[config.mk]
export PLATFORM = sky130hd
export DESIGN_NAME = char_top
export DESIGN_NICKNAME = d
export VERILOG_FILES = /design/src/char_pkg.sv /design/src/char_kin_if.sv /design/src/char_motion_if.sv /design/src/char_top.sv /design/src/char_physics.sv /design/src/char_wall_detect.sv /design/src/char_motion_fsm.sv /design/src/char_step_timer.sv
export SDC_FILE = /design/constraint.sdc
export NUM_CORES = 1
export LEC_CHECK = 0
export BUFFER_PORTS_ARGS = -buffer_cell sky130_fd_sc_hd__buf_2
export CORE_ASPECT_RATIO = 0.75
export CORE_UTILIZATION = 55
export DETAILED_ROUTE_END_ITERATION = 12
export GPL_TIMING_DRIVEN = 0
export PLACE_DENSITY_LB_ADDON = 0.1
export SKIP_CTS_REPAIR_TIMING = 1
export SYNTH_ARGS = -nofsm -noshare
export SYNTH_HDL_FRONTEND = slang
export SYNTH_HIERARCHICAL = 1
export SYNTH_SLANG_ARGS = --single-unit
[constraint.sdc]
create_clock -name sys_clk -period 9.1 [get_ports sys_clk]
set_clock_uncertainty 0.2 [all_clocks]
set_input_delay 1.82 -clock sys_clk [delete_from_list [all_inputs] [get_ports sys_clk]]
set_output_delay 1.82 -clock sys_clk [all_outputs]
set_load 0.005 [all_outputs]
[src/char_pkg.sv]
// all values are compile-time constants; velocities carry SMOOTH_FACTOR fraction bits, positions are whole pixels
package char_pkg;

    //----------------------------------------------------------------------
    // types
    //----------------------------------------------------------------------
    typedef logic signed [16:0] phy_t;   // velocity or position
    typedef logic signed [1:0]  face_t;  // +1 left, -1 right
    typedef logic [15:0]        cnt_t;   // jump charge

    typedef enum logic [2:0] {
        IDLE       = 3'd0,
        WALK_LEFT  = 3'd1,
        WALK_RIGHT = 3'd2,
        CHARGE     = 3'd3,
        JUMP       = 3'd4
    } char_state_e;

    //----------------------------------------------------------------------
    // timing and physics
    //----------------------------------------------------------------------
    localparam int STEP_DIV      = 16;  // sys_clk cycles per step, keep >= 2
    localparam int SMOOTH_FACTOR = 9;

    localparam phy_t GRAVITY    = -512;   // added to vel_y each airborne step
    localparam phy_t MAX_VEL    = 20480;  // 40 px per step
    localparam phy_t WALK_STEP  = 3;      // left increases x
    localparam phy_t JUMP_VEL_X = 1024;
    localparam phy_t JUMP_VEL_Y = 3072;

    localparam cnt_t MAX_CHARGE = 500;
    localparam cnt_t CHARGE_INC = 10;

    //----------------------------------------------------------------------
    // playfield and character
    //----------------------------------------------------------------------
    localparam phy_t CHAR_W   = 32;
    localparam phy_t PF_RIGHT = 560;  // inner edge of the right-hand wall
    localparam phy_t X_MIN    = 160;
    localparam phy_t X_MAX    = PF_RIGHT - CHAR_W;  // 528
    localparam phy_t FLOOR_Y  = 20;

    // start centred between the walls, standing on the floor
    localparam phy_t INIT_X = (X_MIN + X_MAX) / 2;  // 344

endpackage
[src/char_kin_if.sv]
// velocities here are full fixed point; only the top level strips the fraction bits
`timescale 1ns/1ps

interface char_kin_if;
    import char_pkg::*;

    phy_t pos_x;  // whole pixels
    phy_t pos_y;
    phy_t vel_x;  // SMOOTH_FACTOR fraction bits
    phy_t vel_y;

    modport phys (
        output pos_x,
        output pos_y,
        output vel_x,
        output vel_y
    );

    // contact detection and monitoring
    modport mon (
        input pos_x,
        input pos_y,
        input vel_x,
        input vel_y
    );

endinterface

[src/char_motion_if.sv]
// written only by the movement FSM; every field is stable between step pulses except step itself
`timescale 1ns/1ps

interface char_motion_if;
    import char_pkg::*;

    logic        step;      // one-cycle simulation strobe
    char_state_e state;
    face_t       face;
    cnt_t        jump_cnt;

    // FSM side drives everything
    modport fsm (
        output step,
        output state,
        output face,
        output jump_cnt
    );

    // physics only listens
    modport phys (
        input step,
        input state,
        input face,
        input jump_cnt
    );

endinterface

[src/char_top.sv]
// velocity outputs are whole pixels per step, truncated toward minus infinity
`timescale 1ns/1ps

module char_top (
    input  logic                  sys_clk,
    input  logic                  sys_rst_n,
    input  logic                  left_btn,
    input  logic                  right_btn,
    input  logic                  jump_btn,
    output char_pkg::phy_t        pos_x,
    output char_pkg::phy_t        pos_y,
    output char_pkg::phy_t        vel_x,
    output char_pkg::phy_t        vel_y,
    output char_pkg::face_t       face,
    output char_pkg::char_state_e char_state,
    output char_pkg::cnt_t        jump_cnt,
    output logic                  on_ground
);
    import char_pkg::*;

    logic step;
    logic floor_hit;
    logic side_hit;

    char_motion_if u_motion_if ();
    char_kin_if    u_kin_if ();

    char_step_timer u_step_timer (
        .sys_clk   (sys_clk),
        .sys_rst_n (sys_rst_n),
        .step      (step)
    );

    char_motion_fsm u_motion_fsm (
        .sys_clk   (sys_clk),
        .sys_rst_n (sys_rst_n),
        .left_btn  (left_btn),
        .right_btn (right_btn),
        .jump_btn  (jump_btn),
        .step      (step),
        .on_ground (on_ground),
        .side_hit  (side_hit),
        .motion    (u_motion_if.fsm)
    );

    char_wall_detect u_wall_detect (
        .sys_clk   (sys_clk),
        .sys_rst_n (sys_rst_n),
        .kin       (u_kin_if.mon),
        .on_ground (on_ground),
        .floor_hit (floor_hit),
        .side_hit  (side_hit)
    );

    char_physics u_physics (
        .sys_clk   (sys_clk),
        .sys_rst_n (sys_rst_n),
        .motion    (u_motion_if.phys),
        .on_ground (on_ground),
        .floor_hit (floor_hit),
        .side_hit  (side_hit),
        .kin       (u_kin_if.phys)
    );

    assign pos_x      = u_kin_if.pos_x;
    assign pos_y      = u_kin_if.pos_y;
    assign vel_x      = u_kin_if.vel_x >>> SMOOTH_FACTOR;  // drop fraction bits
    assign vel_y      = u_kin_if.vel_y >>> SMOOTH_FACTOR;
    assign face       = u_motion_if.face;
    assign char_state = u_motion_if.state;
    assign jump_cnt   = u_motion_if.jump_cnt;

endmodule

[src/char_physics.sv]
// one integration step per strobe; velocity limit keeps a step well under the wall spacing
`timescale 1ns/1ps

module char_physics (
    input  logic          sys_clk,
    input  logic          sys_rst_n,
    char_motion_if.phys   motion,
    input  logic          on_ground,
    input  logic          floor_hit,
    input  logic          side_hit,
    char_kin_if.phys      kin
);
    import char_pkg::*;

    phy_t jump_factor;
    phy_t vel_x_raw;
    phy_t vel_y_raw;
    phy_t vel_x_next;
    phy_t vel_y_next;
    phy_t walk_dx;
    phy_t pos_x_sum;
    phy_t pos_y_sum;
    phy_t pos_x_next;
    phy_t pos_y_next;
    phy_t vel_x_q;
    phy_t vel_y_q;
    phy_t pos_x_q;
    phy_t pos_y_q;

    function automatic phy_t clamp_vel(input phy_t v);
        if (v > MAX_VEL) begin
            return MAX_VEL;
        end else if (v < -MAX_VEL) begin
            return -MAX_VEL;
        end
        return v;
    endfunction

    //----------------------------------------------------------------------
    // jump strength, three octal digits of the charge with a bias
    //----------------------------------------------------------------------
    assign jump_factor = {4'b0, motion.jump_cnt[8:6], 1'b1, 9'b0}
                       + {7'b0, motion.jump_cnt[5:3], 1'b1, 6'b0}
                       + {9'b0, motion.jump_cnt[2:0], 5'b0};

    //----------------------------------------------------------------------
    // velocity
    //----------------------------------------------------------------------
    always_comb begin
        vel_x_raw = vel_x_q;
        vel_y_raw = vel_y_q;
        if (floor_hit) begin
            vel_x_raw = '0;  // landing kills all motion
            vel_y_raw = '0;
        end else if (side_hit) begin
            vel_x_raw = -(vel_x_q >>> 1);  // damped bounce
        end else if (motion.state == JUMP) begin
            vel_x_raw = (JUMP_VEL_X + (jump_factor >>> 2) + (jump_factor >>> 3)) * motion.face;
            vel_y_raw = JUMP_VEL_Y + jump_factor;
        end else if (!on_ground) begin
            vel_y_raw = vel_y_q + GRAVITY;
        end
    end

    assign vel_x_next = clamp_vel(vel_x_raw);
    assign vel_y_next = clamp_vel(vel_y_raw);

    //----------------------------------------------------------------------
    // position
    //----------------------------------------------------------------------
    always_comb begin
        case (motion.state)
            WALK_LEFT:  walk_dx = WALK_STEP;
            WALK_RIGHT: walk_dx = -WALK_STEP;
            default:    walk_dx = '0;
        endcase
    end

    assign pos_x_sum = pos_x_q + walk_dx + (vel_x_next >>> SMOOTH_FACTOR);
    assign pos_y_sum = pos_y_q + (vel_y_next >>> SMOOTH_FACTOR);

    assign pos_x_next = (pos_x_sum < X_MIN) ? X_MIN :
                        (pos_x_sum > X_MAX) ? X_MAX : pos_x_sum;
    assign pos_y_next = (pos_y_sum < FLOOR_Y) ? FLOOR_Y : pos_y_sum;  // no ceiling

    always_ff @(posedge sys_clk or negedge sys_rst_n) begin
        if (!sys_rst_n) begin
            vel_x_q <= '0;
            vel_y_q <= '0;
            pos_x_q <= INIT_X;
            pos_y_q <= FLOOR_Y;
        end else if (motion.step) begin
            vel_x_q <= vel_x_next;
            vel_y_q <= vel_y_next;
            pos_x_q <= pos_x_next;
            pos_y_q <= pos_y_next;
        end
    end

    assign kin.pos_x = pos_x_q;
    assign kin.pos_y = pos_y_q;
    assign kin.vel_x = vel_x_q;
    assign kin.vel_y = vel_y_q;

endmodule

[src/char_wall_detect.sv]
// flags lag the position by one sys_clk cycle; only the outer playfield walls are checked
`timescale 1ns/1ps

module char_wall_detect (
    input  logic       sys_clk,
    input  logic       sys_rst_n,
    char_kin_if.mon    kin,
    output logic       on_ground,
    output logic       floor_hit,
    output logic       side_hit
);
    import char_pkg::*;

    logic at_floor;
    logic at_x_min;
    logic at_x_max;

    // positions are clamped, so "at" also covers anything past the limit
    assign at_floor = (kin.pos_y <= FLOOR_Y);
    assign at_x_min = (kin.pos_x <= X_MIN);
    assign at_x_max = (kin.pos_x >= X_MAX);

    always_ff @(posedge sys_clk or negedge sys_rst_n) begin
        if (!sys_rst_n) begin
            on_ground <= 1'b1;  // start standing
            floor_hit <= 1'b0;
            side_hit  <= 1'b0;
        end else begin
            on_ground <= at_floor && (kin.vel_y <= 0);
            floor_hit <= at_floor && (kin.vel_y < 0);  // still falling into the floor

            // only count a wall while still moving into it
            side_hit  <= (at_x_min && (kin.vel_x < 0)) ||
                         (at_x_max && (kin.vel_x > 0));
        end
    end

endmodule

[src/char_motion_fsm.sv]
// buttons are assumed already debounced and synchronous to sys_clk; state only moves on step
`timescale 1ns/1ps

module char_motion_fsm (
    input  logic          sys_clk,
    input  logic          sys_rst_n,
    input  logic          left_btn,
    input  logic          right_btn,
    input  logic          jump_btn,
    input  logic          step,
    input  logic          on_ground,
    input  logic          side_hit,
    char_motion_if.fsm    motion
);
    import char_pkg::*;

    logic        left_q;
    logic        right_q;
    logic        jump_q;
    logic        jump_q2;
    logic        jump_rise;
    logic        jump_pend;  // latched jump request
    logic        max_charge;
    char_state_e state;
    char_state_e next_state;
    face_t       face;
    cnt_t        jump_cnt;

    //----------------------------------------------------------------------
    // button sampling
    //----------------------------------------------------------------------
    always_ff @(posedge sys_clk or negedge sys_rst_n) begin
        if (!sys_rst_n) begin
            left_q  <= 1'b0;
            right_q <= 1'b0;
            jump_q  <= 1'b0;
            jump_q2 <= 1'b0;
        end else begin
            left_q  <= left_btn;
            right_q <= right_btn;
            jump_q  <= jump_btn;
            jump_q2 <= jump_q;
        end
    end

    assign jump_rise = jump_q & ~jump_q2;

    // an edge in mid-air is ignored, held until the jump is launched
    always_ff @(posedge sys_clk or negedge sys_rst_n) begin
        if (!sys_rst_n) begin
            jump_pend <= 1'b0;
        end else if (jump_rise && on_ground) begin
            jump_pend <= 1'b1;
        end else if (state == JUMP) begin
            jump_pend <= 1'b0;
        end
    end

    //----------------------------------------------------------------------
    // movement FSM
    //----------------------------------------------------------------------
    assign max_charge = (jump_cnt >= MAX_CHARGE);

    always_comb begin
        next_state = IDLE;
        case (state)
            IDLE, WALK_LEFT, WALK_RIGHT: begin
                if (!on_ground) begin
                    next_state = IDLE;  // airborne, no steering
                end else if (left_q) begin
                    next_state = WALK_LEFT;
                end else if (right_q) begin
                    next_state = WALK_RIGHT;
                end else if (jump_pend) begin
                    next_state = CHARGE;
                end
            end
            CHARGE:  next_state = (max_charge || !jump_q) ? JUMP : CHARGE;
            JUMP:    next_state = IDLE;
            default: next_state = IDLE;
        endcase
    end

    always_ff @(posedge sys_clk or negedge sys_rst_n) begin
        if (!sys_rst_n) begin
            state    <= IDLE;
            jump_cnt <= cnt_t'(1);
            face     <= face_t'(1);
        end else if (step) begin
            state <= next_state;

            if (state == CHARGE) begin
                jump_cnt <= jump_cnt + CHARGE_INC;
            end else if (state == JUMP) begin
                jump_cnt <= cnt_t'(1);  // ready for the next charge
            end

            // wall bounce wins over walking direction
            if (side_hit) begin
                face <= -face;
            end else if (state == WALK_LEFT) begin
                face <= face_t'(1);
            end else if (state == WALK_RIGHT) begin
                face <= face_t'(-1);
            end
        end
    end

    assign motion.step     = step;
    assign motion.state    = state;
    assign motion.face     = face;
    assign motion.jump_cnt = jump_cnt;

endmodule

[src/char_step_timer.sv]
// STEP_DIV must be at least 2; first strobe comes STEP_DIV cycles after reset release
`timescale 1ns/1ps

module char_step_timer (
    input  logic sys_clk,
    input  logic sys_rst_n,
    output logic step
);
    import char_pkg::*;

    logic [$clog2(STEP_DIV)-1:0] div_cnt;

    // free-running divider, strobe registered at the wrap
    always_ff @(posedge sys_clk or negedge sys_rst_n) begin
        if (!sys_rst_n) begin
            div_cnt <= '0;
            step    <= 1'b0;
        end else if (div_cnt == STEP_DIV - 1) begin
            div_cnt <= '0;
            step    <= 1'b1;
        end else begin
            div_cnt <= div_cnt + 1'b1;
            step    <= 1'b0;  // high for a single cycle only
        end
    end

endmodule

* After elaboration in Yosys (flattened, before gate mapping)
Cells that the tools add are included.
** Operators by class
- $add $sub $neg :: 13
- Multiply operators :: 1
- $lt $le $gt $ge :: 15
- Equality and inequality tests :: 5
- Mux-type cells :: 36
- Bitwise operators :: 2
- Reductions and logical operators :: 15
** Operator list (count)
- 2-to-1 mux 17 bit :: 16
- adder 17 x 8 -> 17 bit :: 2
- > comparator 17 x 16 -> 1 bit, second input constant :: 2
- less-than comparator 17 x 1 -> 1 bit, second input constant :: 2
- less-than comparator 17 x 16 -> 1 bit, second input constant :: 2
- one-hot mux 17 bit (2 select lines) :: 1
- 2-to-1 mux 16 bit :: 2
- adder 13 x 17 -> 17 bit, first input constant :: 1
- adder 16 x 13 -> 17 bit :: 1
- adder 17 x 10 -> 17 bit, second input constant :: 1
- adder 17 bit :: 1
- greater-or-equal comparator 17 x 11 -> 1 bit, second input constant :: 1
- > comparator 17 x 1 -> 1 bit, second input constant :: 1
- > comparator 17 x 11 -> 1 bit, second input constant :: 1
- <= comparator 17 x 1 -> 1 bit, second input constant :: 1
- <= comparator 17 x 6 -> 1 bit, second input constant :: 1
- <= comparator 17 x 9 -> 1 bit, second input constant :: 1
- less-than comparator 17 x 6 -> 1 bit, second input constant :: 1
- less-than comparator 17 x 9 -> 1 bit, second input constant :: 1
- multiplier 17 x 2 -> 17 bit :: 1
- negation 16 -> 17 bit :: 1
- adder 16 x 4 -> 16 bit, second input constant :: 1
- greater-or-equal comparator 16 x 9 -> 1 bit, second input constant :: 1
- adder 14 x 8 -> 15 bit :: 1
- other kinds (23) :: 43
** Storage, ports and cells
- Register bits after elaboration :: 102
- Input port bits :: 5
- Output and inout bits :: 90
- Logic and storage cells :: 104

* Depth between registers and ports, before layout
Gate-level depths: netlist of the first run.
- Depth in word-level cells :: 16
- Gate-level depth with buffers :: 36

* Modules after synthesis
The synthesis of the first run kept the hierarchy.
** Modules (own cells, without submodules)
- char_physics :: instances 1, cells an instance 856, area an instance 7422.1 µm², seq. area each 1709.1 µm²
- char_motion_fsm :: instances 1, cells an instance 130, area an instance 1312.5 µm², seq. area each 653.1 µm²
- char_wall_detect :: instances 1, cells an instance 33, area an instance 287.8 µm², seq. area each 76.3 µm²
- char_step_timer :: instances 1, cells an instance 14, area an instance 193.9 µm², seq. area each 125.1 µm²
- char_top :: instances 1, cells an instance 18, area an instance 135.1 µm², seq. area each 0.0 µm²

* Worst setup path after synthesis of the first run
No wires, ideal clock.
- Path type :: register to register
- From :: register u_motion_fsm.jump_cnt[1], in the netlist u_motion_fsm/motion.jump_cnt[1]
- To :: register u_physics.pos_x_q[0], in the netlist u_physics/kin.pos_x[0]
- Setup time :: 0.066 ns
- Data arrival time :: 8.266 ns
- Data required time :: 8.834 ns
- Slack :: 0.568 ns
- Stages on the path, launching flop included :: 36
- Path buffers :: 0
- Period minus slack after synthesis :: 8.532 ns
- Cell sequence :: dfrtp_1 fa_1 xor2_1 ha_1 a21boi_0 o21ai_0 nand2b_1 a21o_1 a21o_1 a2111oi_0 a21oi_1 and2_1 ha_1 ha_1 nand2_1 or3_1 o2111ai_1 a21oi_1 mux2_2 and3b_1 nor2_1 o211a_4 nand3_1 fa_1 inv_1 ha_1 fa_1 a211oi_1 o211ai_1 nand3_1 o221ai_1 mux2i_1 nor4b_1 nand3_1 nor4b_2 a22o_1
** Between the ends
- Longest elaborated chain between the ends :: 15
- Elaborated cells between the ends (all ways) :: 18
- Those cells by class :: add/sub: 4; mul: 1; order compare: 4; mux: 9
** Ends and longest elaborated chain
- start: declaration :: RTL line char_motion_fsm.sv:27 : cnt_t jump_cnt;
- start signal: assignment :: RTL line char_motion_fsm.sv:87 : jump_cnt <= cnt_t'(1);
- start signal: assignment :: RTL line char_motion_fsm.sv:93 : jump_cnt <= jump_cnt + CHARGE_INC;
- start signal: assignment :: RTL line char_motion_fsm.sv:95 : jump_cnt <= cnt_t'(1);
- adder 14 x 8 -> 15 bit (*) :: RTL line char_physics.sv:44 : + {9'b0, motion.jump_cnt[2:0], 5'b0};
- adder 11 x 13 -> 14 bit :: RTL line char_physics.sv:58 : vel_x_raw = (JUMP_VEL_X + (jump_factor >>> 2) + (jump_factor >>> 3)) * motion.face;
- adder 16 x 13 -> 17 bit (*) :: RTL line char_physics.sv:58
- multiplier 17 x 2 -> 17 bit (*) :: RTL line char_physics.sv:58
- 2-to-1 mux 17 bit (*) :: RTL line char_physics.sv:57 : end else if (motion.state == JUMP) begin
- 2-to-1 mux 17 bit (*) :: RTL line char_physics.sv:55 : end else if (side_hit) begin
- 2-to-1 mux 17 bit (*) :: RTL line char_physics.sv:52 : if (floor_hit) begin
- less-than comparator 17 x 16 -> 1 bit :: RTL line char_physics.sv:33 : end else if (v < -MAX_VEL) begin
- 2-to-1 mux 1 bit :: RTL line char_physics.sv:33
- 2-to-1 mux 1 bit :: RTL line char_physics.sv:31 : if (v > MAX_VEL) begin
- 2-to-1 mux 17 bit (*) :: RTL line char_physics.sv:36 : return v;
- adder 17 x 8 -> 17 bit (*) :: RTL line char_physics.sv:79 : assign pos_x_sum = pos_x_q + walk_dx + (vel_x_next >>> SMOOTH_FACTOR);
- > comparator 17 x 11 -> 1 bit :: RTL line char_physics.sv:83 : (pos_x_sum > X_MAX) ? X_MAX : pos_x_sum;
- 2-to-1 mux 17 bit :: RTL line char_physics.sv:83
- 2-to-1 mux 17 bit (*) :: RTL line char_physics.sv:82 : assign pos_x_next = (pos_x_sum < X_MIN) ? X_MIN :
- end signal: assignment :: RTL line char_physics.sv:95 : pos_x_q <= pos_x_next;
- end: declaration :: RTL line char_physics.sv:27 : phy_t pos_x_q;
Every way passes the cells marked *; elsewhere a longest branch is shown, timed or not.
A chain may end at the register's enable or synchronous reset.

* Final worst setup path of the first run
- From :: register u_motion_fsm.jump_cnt[2], in the netlist u_motion_fsm/motion.jump_cnt[2]
- To :: register u_physics.pos_x_q[1], in the netlist u_physics/kin.pos_x[1]
** Between the ends
- Longest elaborated chain between the ends :: 15
- Elaborated cells between the ends (all ways) :: 18
- Those cells by class :: add/sub: 4; mul: 1; order compare: 4; mux: 9
** Ends and longest elaborated chain
- adder 14 x 8 -> 15 bit (*) :: RTL line char_physics.sv:44
- adder 11 x 13 -> 14 bit :: RTL line char_physics.sv:58
- adder 16 x 13 -> 17 bit (*) :: RTL line char_physics.sv:58
- multiplier 17 x 2 -> 17 bit (*) :: RTL line char_physics.sv:58
- 2-to-1 mux 17 bit (*) :: RTL line char_physics.sv:57
- 2-to-1 mux 17 bit (*) :: RTL line char_physics.sv:55
- 2-to-1 mux 17 bit (*) :: RTL line char_physics.sv:52
- less-than comparator 17 x 16 -> 1 bit :: RTL line char_physics.sv:33
- 2-to-1 mux 1 bit :: RTL line char_physics.sv:33
- 2-to-1 mux 1 bit :: RTL line char_physics.sv:31
- 2-to-1 mux 17 bit (*) :: RTL line char_physics.sv:36
- named net u_physics.vel_x_next[11] :: RTL line char_physics.sv:18 : phy_t vel_x_next;
- adder 17 x 8 -> 17 bit (*) :: RTL line char_physics.sv:79
- > comparator 17 x 11 -> 1 bit :: RTL line char_physics.sv:83
- 2-to-1 mux 17 bit :: RTL line char_physics.sv:83
- 2-to-1 mux 17 bit (*) :: RTL line char_physics.sv:82
The timed path passes the listed nets; every way through them passes the cells marked *.

==> results.txt, run 1 <==
Leading cell types in the layout, fill and taps excluded - buf_2 (99), dfrtp_1 (90), inv_1 (82)
Number of enable flip-flop cells after synthesis - 0
WL per Instance - 18.8 um
Slew Viols, Final - 0
Total number of vias - 8751
GP Congestion - 0.916
Worst slew pin tran - 1.09 ns
Worst setup margin - 0.218 ns
WP depth - 31
Critical path class - reg2reg
GRT Total Usage - 0.299
Max incr delay on CP - 0.57 ns
CP top delay family - compound AO/OA/AOI/OAI gates
Num CTS Buffers - 9
Post-Place Worst Slack - -0.685 ns
Yosys warns - 6
Syn Nets - 1149
Drt pass-1 iters - 7
Hold Path Class - reg2reg
Syn Area/Cell - 8.90 um^2
Crit path capture type - flop
Max cap viols - 0
CP required - 9.20 ns
Routed wire length - 26.2 mm
Initial Util - 0.573
Reg clk slew, reported paths - 0.08 ns
Share of layout cells above drive strength 1 - 0.215
Top cells by area, synth - dfrtp_1 (25%), ha_1 (9.9%), fa_1 (4.1%), a21oi_1 (3.9%), inv_1 (3.3%)
Design Power - 1.77 mW
Peak supply drop - 139 uV
Area Overhead vs Synth - 15.3%
F_max - 113 MHz
Status - complete, no violations
Met2 Use GR - 0.447
Critical path arrival - 8.98 ns
Buffers added on ports - 94
Antenna cell count - 0
CTS max path bufs - 2
Fin crit share - 0.976
Setup TNS - 0 ns
Post-synthesis sequential area ratio - 0.274
Hold Crit Depth - 0
DRT antenna net count - 0
DIE HEIGHT - 115 um
Initial antenna violation count - 0
Vias per cell - 6.30
Post-synth top area share - 0.249
Worst path most repeated cell - ha_1
Final HPWL from detailed placement - 19.7 mm
Top_reg_cell synth - dfrtp_1
Residual DRC - 0
Rel. slew slack - 0.274
Clk root buf - clkbuf_16
Top Ports - 95
Post-synthesis cell count - 1051
Power per Cell Area - 164 mW/mm^2
Largest net degree at the start of global routing - 57
Cell area after synthesis - 0.00935 mm^2
Met3 Use GR - 0.0452
First-pass GRT wire length - 41.4 mm
# setup viols final - 0
Core Rows - 40
Number of global-route vias before repair - 7808
CTS Sinks - 102
Type of origin of the critical path - flop
Worst Path Buf+Inv - 0
Total gr overflow - 0
Async SR Flop Fraction - 1.00
Unique cell type count in the Yosys netlist - 103
Iter 0 DRT Violations - 863
Met1 usage - 0.456
Die area - 0.0175 mm^2
DP Cell Count - 1356
Top cell type by total area after synthesis - dfrtp_1
Skew-Pair Late Insertion Delay - 0.37 ns
Hold Fails Final Rpt - 0
Core Region - 0.0163 mm^2
FF-to-FF path depth - 31
Top Usage Layer GRT - met1
Most common cell after layout, fill and taps aside - buf_2
Synthesis-stage register bit count - 102
Chip Width - 153 um
TritonCTS clock tree - done
Fin nets - 1273
Critical-path top delay cell - fa_1
H-tree Lvls - 3
Worst Path Max Fanout - 7
Fin crit period - 8.88 ns
Layout Cells excl Fill - 1390
P_leak - 5.27 nW
-- power by group --
group	switching, mW	internal (mW)	total (mW)
clock	0.196	0.192	0.389
combinational	0.494	0.364	0.858
sequential	0.0418	0.481	0.522
-- layout make-up --
type	count	area, um^2
multi-input combinational	816	6400
fill	1392	5530
sequential	102	2570
timing repair buffer	113	636
buffer	51	317
inverter	82	308
tap	210	263
clock buffer	9	225
clock inverter	7	62.6
-- state kept, by name, indices dropped and copies added, names as in the netlist, 2 cells and up --
signal	cells
u_physics/kin.pos_y	17
u_motion_fsm/motion.jump_cnt	16
u_physics/kin.pos_x	17
u_motion_fsm/motion.state	3
u_motion_fsm/motion.face	2
u_physics/kin.vel_y	17
u_physics/kin.vel_x	17
u_step_timer/div_cnt	4
-- metal layers --
metal	part of all wire	vias to the layer above	routed length, um
met2	0.43	343	11200
met3	0.067	24	1750
li1	-	4117	-
met1	0.50	4267	13000
met4	0.0096	0	252
met5	0	-	0
-- through the flow --
step	cell area, um^2	hold slack [ns]	util
after floorplan	9350	0.166	-
after global placement	10100	0.191	0.618
after detailed placement	10100	0.198	0.620
after CTS	10400	0.219	0.638
after global routing	10800	0.242	0.661
final	10800	0.214	0.661
-- cell usage after synthesis, drive strengths merged, types with 12 or more instances --
library cell  number
or3               14
nor2b             12
a21o              18
and2              19
nor4              24
nor2              75
nor3              26
nand2             60
a22o              19
buf               35
fa                19
nand3             31
ha                74
clkbuf            16
dfrtp             93
o21ai             54
a21oi             74
nand4             12
xor2              22
inv               82
and3              12
xnor2             35
-- worst paths after layout --
kind / from / to / slack (ns)
worst max register to register: u_motion_fsm/motion.jump_cnt[2]$_DFFE_PN0P_ / u_physics/kin.pos_x[1]$_DFFE_PN0P_ / 0.22
worst min-delay path: u_motion_fsm/jump_q$_DFF_PN0_ / u_motion_fsm/jump_q2$_DFF_PN0_ / 0.21
min in group asynchronous: sys_rst_n / u_physics/kin.pos_y[8]$_DFFE_PN0P_ / 1.27
worst max-delay path: u_motion_fsm/motion.jump_cnt[2]$_DFFE_PN0P_ / u_physics/kin.pos_x[1]$_DFFE_PN0P_ / 0.22
max in group asynchronous: sys_rst_n / u_motion_fsm/motion.face[0]$_DFFE_PN1P_ / 6.66
worst min register to register: u_motion_fsm/jump_q$_DFF_PN0_ / u_motion_fsm/jump_q2$_DFF_PN0_ / 0.21
-- logic make-up after synthesis --
logic type,share of synthesized area
adder cells (fa/ha/maj),0.142
AO/OA/AOI/OAI,0.231
AND/OR/NAND/NOR,0.210
flip-flops,0.274
buffers and inverters,0.0668
multiplexers,0.0222
XOR/XNOR,0.0542
No activity file was read; power rests on OpenSTA's default activity.
==> run 2, diff against run 1 <==
--- a/config.mk
+++ b/config.mk
@@ -7,5 +7,5 @@
 export LEC_CHECK = 0
 export BUFFER_PORTS_ARGS = -buffer_cell sky130_fd_sc_hd__buf_2
-export CORE_ASPECT_RATIO = 0.75
+export CORE_ASPECT_RATIO = 0.9
 export CORE_UTILIZATION = 55
 export DETAILED_ROUTE_END_ITERATION = 12
--- a/constraint.sdc
+++ b/constraint.sdc
@@ -3,3 +3,3 @@
 set_input_delay 1.82 -clock sys_clk [delete_from_list [all_inputs] [get_ports sys_clk]]
 set_output_delay 1.82 -clock sys_clk [all_outputs]
-set_load 0.005 [all_outputs]
+set_load 0.05 [all_outputs]
==> run 2 against run 1 <==
Against the previous run: die area hardly changed; highest routed layer unchanged; worst hold slack better by 0.0057 ns; critical path type unchanged; largest cell class unchanged; global-route usage is 1.0 points lower.
==> results.txt, run 2 (synthesis gave the netlist of run 1 again) <==
Pint - 1.06 mW
Area Overhead vs Synth - 14.7%
Layout Cells excl Fill - 1389
CP top delay family - compound AO/OA/AOI/OAI gates
CP startpoint - u_motion_fsm/motion.jump_cnt[1]$_DFFE_PN0P_
CP required - 9.17 ns
Worst r2r src - u_motion_fsm/motion.jump_cnt[1]$_DFFE_PN0P_
Clock group share of total power - 0.210
R2r endpoint - u_physics/kin.pos_x[6]$_DFFE_PN1P_
CTS max path bufs - 2
Critical path arrival - 8.83 ns
DIE HEIGHT - 126 um
Critical path class - reg2reg
Chip Width - 139 um
Reg clk slew, reported paths - 0.07 ns
Buffers added on ports - 94
Iter 0 DRT Violations - 775
DRT antenna net count - 0
Number of global-route vias before repair - 7817
Post-Place Worst Slack - -0.666 ns
Max cap viols - 0
Vias per cell - 6.25
Worst Path Buf+Inv - 1
GP Congestion - 0.947
FF-to-FF path depth - 34
Worst setup margin - 0.333 ns
Dpl cell area - 0.0101 mm^2
Die area - 0.0175 mm^2
Initial Util - 0.572
Hold Path Class - reg2reg
Slew Viols, Final - 0
Most common cell after layout, fill and taps aside - buf_2
Crit path capture type - flop
TritonCTS clock tree - done
Hold Startpoint - u_motion_fsm/jump_q$_DFF_PN0_
WL per Instance - 18.1 um
Skew-Pair Late Insertion Delay - 0.36 ns
CTS Sinks - 102
Hold Crit Depth - 0
P_leak - 5.27 nW
Worst Path Max Fanout - 6
Initial antenna violation count - 0
Hold slack - 0.219 ns
Power per Cell Area - 170 mW/mm^2
Reg2Reg Setup Slack - 0.33 ns
Fillcell total - 1397
Worst slew pin tran - 1.11 ns
DP Cell Count - 1353
Max incr delay on CP - 0.46 ns
Fin crit period - 8.77 ns
Design Power - 1.82 mW
Num CTS Buffers - 9
Share of layout cells above drive strength 1 - 0.210
Hold Crit Endpoint - u_motion_fsm/jump_q2$_DFF_PN0_
GRT Total Usage - 0.289
Clk root buf - clkbuf_16
Peak supply drop - 100 uV
Antenna cell count - 0
Setup TNS - 0 ns
H-tree Lvls - 3
Leading cell types in the layout, fill and taps excluded - buf_2 (99), dfrtp_1 (90), inv_1 (82)
Largest net degree at the start of global routing - 53
Residual DRC - 0
Total number of vias - 8679
Core Rows - 44
Sw power - 0.767 mW
Seq pwr share - 0.286
Core Region - 0.0164 mm^2
# setup viols final - 0
Critical-path top delay cell - dfrtp_2
Fin nets - 1276
Status - complete, no violations
Final core occ - 0.656
Final HPWL from detailed placement - 19.1 mm
Fin crit share - 0.963
Fin area - 0.0107 mm^2
Type of origin of the critical path - flop
Logic pwr share - 0.504
Rel. slew slack - 0.258
Top Ports - 95
Hold Fails Final Rpt - 0
First-pass GRT wire length - 40.2 mm
Drt pass-1 iters - 5
Total gr overflow - 0
Routed wire length - 25.2 mm
Switching share of power - 0.421
F_max - 114 MHz
[run 2: cell type report]
| cell class | instances | area (um^2) | area share |
|---|---|---|---|
| plain buffers | 51 | 317 | 0.0295 |
| clock buffers | 9 | 225 | 0.0210 |
| repair buffers | 116 | 658 | 0.0614 |
| inverters | 82 | 308 | 0.0287 |
| clock inverters | 6 | 62.6 | 0.00583 |
| multi-input cells | 816 | 6330 | 0.590 |
| flip-flops and latches | 102 | 2570 | 0.239 |
| well taps | 207 | 259 | 0.0241 |
[run 2: worst max-delay path by stage]
| stage | end | slack [ns] | depth (start not counted) |
|---|---|---|---|
| 3_5_place_dp | u_physics/kin.pos_x[0]$_DFFE_PN0P_ | -0.67 | 35 |
| 5_1_grt | u_physics/kin.pos_x[2]$_DFFE_PN0P_ | -0.04 | 34 |
| 3_3_place_gp | u_physics/kin.pos_x[0]$_DFFE_PN0P_ | -0.58 | 35 |
| 4_1_cts | u_physics/kin.pos_x[0]$_DFFE_PN0P_ | -0.75 | 36 |
| 2_1_floorplan | u_physics/kin.pos_x[1]$_DFFE_PN0P_ | 0.34 | 35 |
| 6_report | u_physics/kin.pos_x[6]$_DFFE_PN1P_ | 0.33 | 34 |
[run 2: power groups by stage]
stage          combinational, mW  sequential (mW)  clock [mW]
4_1_cts                    0.842            0.523       0.395
6_report                   0.919            0.522       0.382
5_1_grt                     1.01            0.527       0.410
3_5_place_dp               0.835            0.530           0
2_1_floorplan              0.586            0.598           0
3_3_place_gp               0.824            0.530           0
[run 2: per-layer routing]
| layer | share of wire | GRT usage | up-vias |
|---|---|---|---|
| met1 | 0.45 | 0.403 | 4176 |
| met5 | 0 | 0 | - |
| met3 | 0.073 | 0.0521 | 40 |
| li1 | - | - | 4128 |
| met4 | 0.018 | 0.0804 | 0 |
| met2 | 0.46 | 0.459 | 335 |
==> run 3, diff against run 2 <==
--- a/config.mk
+++ b/config.mk
@@ -8,9 +8,10 @@
 export BUFFER_PORTS_ARGS = -buffer_cell sky130_fd_sc_hd__buf_2
 export CORE_ASPECT_RATIO = 0.9
-export CORE_UTILIZATION = 55
+export CORE_UTILIZATION = 56
 export DETAILED_ROUTE_END_ITERATION = 12
 export GPL_TIMING_DRIVEN = 0
 export PLACE_DENSITY_LB_ADDON = 0.1
 export SKIP_CTS_REPAIR_TIMING = 1
+export SLEW_MARGIN = 0
 export SYNTH_ARGS = -nofsm -noshare
 export SYNTH_HDL_FRONTEND = slang
==> constraint.sdc (replaced) <==
create_clock -name sys_clk -period 9.7 [get_ports sys_clk]
set_clock_uncertainty 0.2 [all_clocks]
set_input_delay 1.94 -clock sys_clk [delete_from_list [all_inputs] [get_ports sys_clk]]
set_output_delay 1.94 -clock sys_clk [all_outputs]
set_load 0.1 [all_outputs]
==> run 3 against run 2 <==
Against the previous run: the run now ends with design-rule violations left; first-iteration DRC count shrank 5.3%; sequential power shrank 6.1%; setup slack improved by 0.091 ns; utilization decreased by 0.59 points; final cell count shrank 1.0%; fmax decreased by 5.5%; critical path depth fell by 1; sequential cell count is the same; sequential share of layout area up 0.36 points; design area is 1.6% lower; highest routed layer unchanged.
==> results.txt, run 3 (synthesis gave the netlist of run 1 again) <==
Hold Fails Final Rpt - 0
Failing checks - design-rule violations
Hold slack - 0.216 ns
Hold Startpoint - u_motion_fsm/jump_q$_DFF_PN0_
Worst Path Max Fanout - 8
Critical-path top delay cell - fa_1
Worst r2r src - u_motion_fsm/motion.jump_cnt[2]$_DFFE_PN0P_
CTS max path bufs - 2
Drt pass-1 iters - 12
Chip Width - 138 um
Initial antenna violation count - 0
Hold Crit Depth - 0
DRT met1 WL - 11.4 mm
Iter 0 DRT Violations - 734
Worst path most repeated cell - ha_1
GRT Total Usage - 0.292
Area Overhead vs Synth - 12.9%
Hold Crit Endpoint - u_motion_fsm/jump_q2$_DFF_PN0_
Core Rows - 44
Vias per cell - 6.27
Buffers added on ports - 94
GP Congestion - 0.945
Die area - 0.0172 mm^2
Peak supply drop - 139 uV
TritonCTS clock tree - done
DIE HEIGHT - 125 um
Setup TNS - 0 ns
Fin crit share - 0.956
Top Layer Used - met4
DP Cell Count - 1353
Crit path capture type - flop
Worst setup margin - 0.424 ns
H-tree Lvls - 3
Power per Cell Area - 170 mW/mm^2
Residual DRC - 16
First-pass GRT wire length - 40.4 mm
Type of origin of the critical path - flop
Top Ports - 95
Dpl cell area - 0.0101 mm^2
Reg2Reg Setup Slack - 0.42 ns
Critical path arrival - 9.38 ns
Most common cell after layout, fill and taps aside - buf_2
Routed wire length - 25.0 mm
Antenna cell count - 0
Critical path class - reg2reg
Fillcell total - 1401
Fin crit period - 9.28 ns
CP required - 9.81 ns
Largest net degree at the start of global routing - 62
Clk root buf - clkbuf_16
CTS Sinks - 102
Design Power - 1.79 mW
R2r endpoint - u_physics/kin.pos_x[0]$_DFFE_PN0P_
Max incr delay on CP - 0.55 ns
Layout Cells excl Fill - 1375
Hold Path Class - reg2reg
Post-Place Worst Slack - -0.160 ns
Met3 wire len - 1.64 mm
DRT antenna net count - 0
Num CTS Buffers - 9
Fin area - 0.0106 mm^2
Fin nets - 1261
P_leak - 5.19 nW
Leading cell types in the layout, fill and taps excluded - buf_2 (99), dfrtp_1 (92), inv_1 (82)
Share of layout cells above drive strength 1 - 0.188
Number of global-route vias before repair - 7921
Final core occ - 0.650
Slew Viols, Final - 0
Status - finished with violations
WL per Instance - 18.2 um
F_max - 108 MHz
FF-to-FF path depth - 33
Skew-Pair Late Insertion Delay - 0.37 ns
# setup viols final - 0
Initial Util - 0.576
Total gr overflow - 0
Length of routed met2 wiring - 11.6 mm
Total number of vias - 8620
Worst slew pin tran - 1.00 ns
Final HPWL from detailed placement - 18.8 mm
Max cap viols - 0
Core Region - 0.0162 mm^2
Reg clk slew, reported paths - 0.08 ns
Rel. slew slack - 0.332
[run 3: changes by cell type in the layout (fill, tap and decap cells not counted), moves of 2 or more]
cell / before / now
buf_4: 43 / 28
clkinv_2: 3 / 0
ha_1: 71 / 74
clkinv_4: 1 / 3
dfrtp_1: 90 / 92
dfrtp_2: 3 / 1
fa_1: 17 / 19
fa_2: 2 / 0
ha_4: 2 / 0
nand3_2: 2 / 0
o21ai_0: 49 / 51
o21ai_1: 4 / 2
[run 3: critical path, delay by kind of cell (launching register included)]
family,cells,cell delay [ns]
flops,1,0.49
buf+inv,1,0.05
compound gates,14,3.53
simple gates,8,1.58
mux,1,0.19
fa+ha+maj,7,2.73
xor+xnor,2,0.44
[run 3: report_power, final]
part	internal, mW	leakage, nW	switching (mW)
combinational	0.320	3.68	0.597
sequential	0.451	1.35	0.0389
clock	0.211	0.155	0.176
total	0.982	5.19	0.811
[run 3: worst max path at each step]
stage	from	to	depth (start not counted)	slack [ns]
5_1_grt	u_motion_fsm/motion.jump_cnt[2]$_DFFE_PN0P_	u_physics/kin.pos_x[0]$_DFFE_PN0P_	35	-0.02
3_5_place_dp	u_motion_fsm/motion.jump_cnt[1]$_DFFE_PN0P_	u_physics/kin.pos_x[1]$_DFFE_PN0P_	35	-0.16
4_1_cts	u_motion_fsm/motion.jump_cnt[1]$_DFFE_PN0P_	u_physics/kin.pos_x[0]$_DFFE_PN0P_	35	-0.21
3_3_place_gp	u_motion_fsm/motion.jump_cnt[1]$_DFFE_PN0P_	u_physics/kin.pos_x[0]$_DFFE_PN0P_	35	-0.09
6_report	u_motion_fsm/motion.jump_cnt[2]$_DFFE_PN0P_	u_physics/kin.pos_x[0]$_DFFE_PN0P_	33	0.42
2_1_floorplan	u_motion_fsm/motion.jump_cnt[2]$_DFFE_PN0P_	u_physics/kin.pos_x[1]$_DFFE_PN0P_	36	0.62
[run 3: final cells by class]
class / count / area, um^2 / share of cell area
Clock buffer: 10 / 239 / 0.0226
Multi-Input combinational cell: 816 / 6250 / 0.592
Buffer: 51 / 317 / 0.0300
Inverter: 82 / 308 / 0.0292
Sequential cell: 102 / 2560 / 0.243
Clock inverter: 6 / 76.3 / 0.00723
Timing Repair Buffer: 101 / 546 / 0.0517
Tap cell: 207 / 259 / 0.0245
[run 3: routing by layer]
| layer | vias to the layer above | GRT usage |
|---|---|---|
| li1 | 4099 | - |
| met1 | 4191 | 0.404 |
| met2 | 300 | 0.476 |
| met3 | 30 | 0.0546 |
| met4 | 0 | 0.0621 |
| met5 | - | 0 |
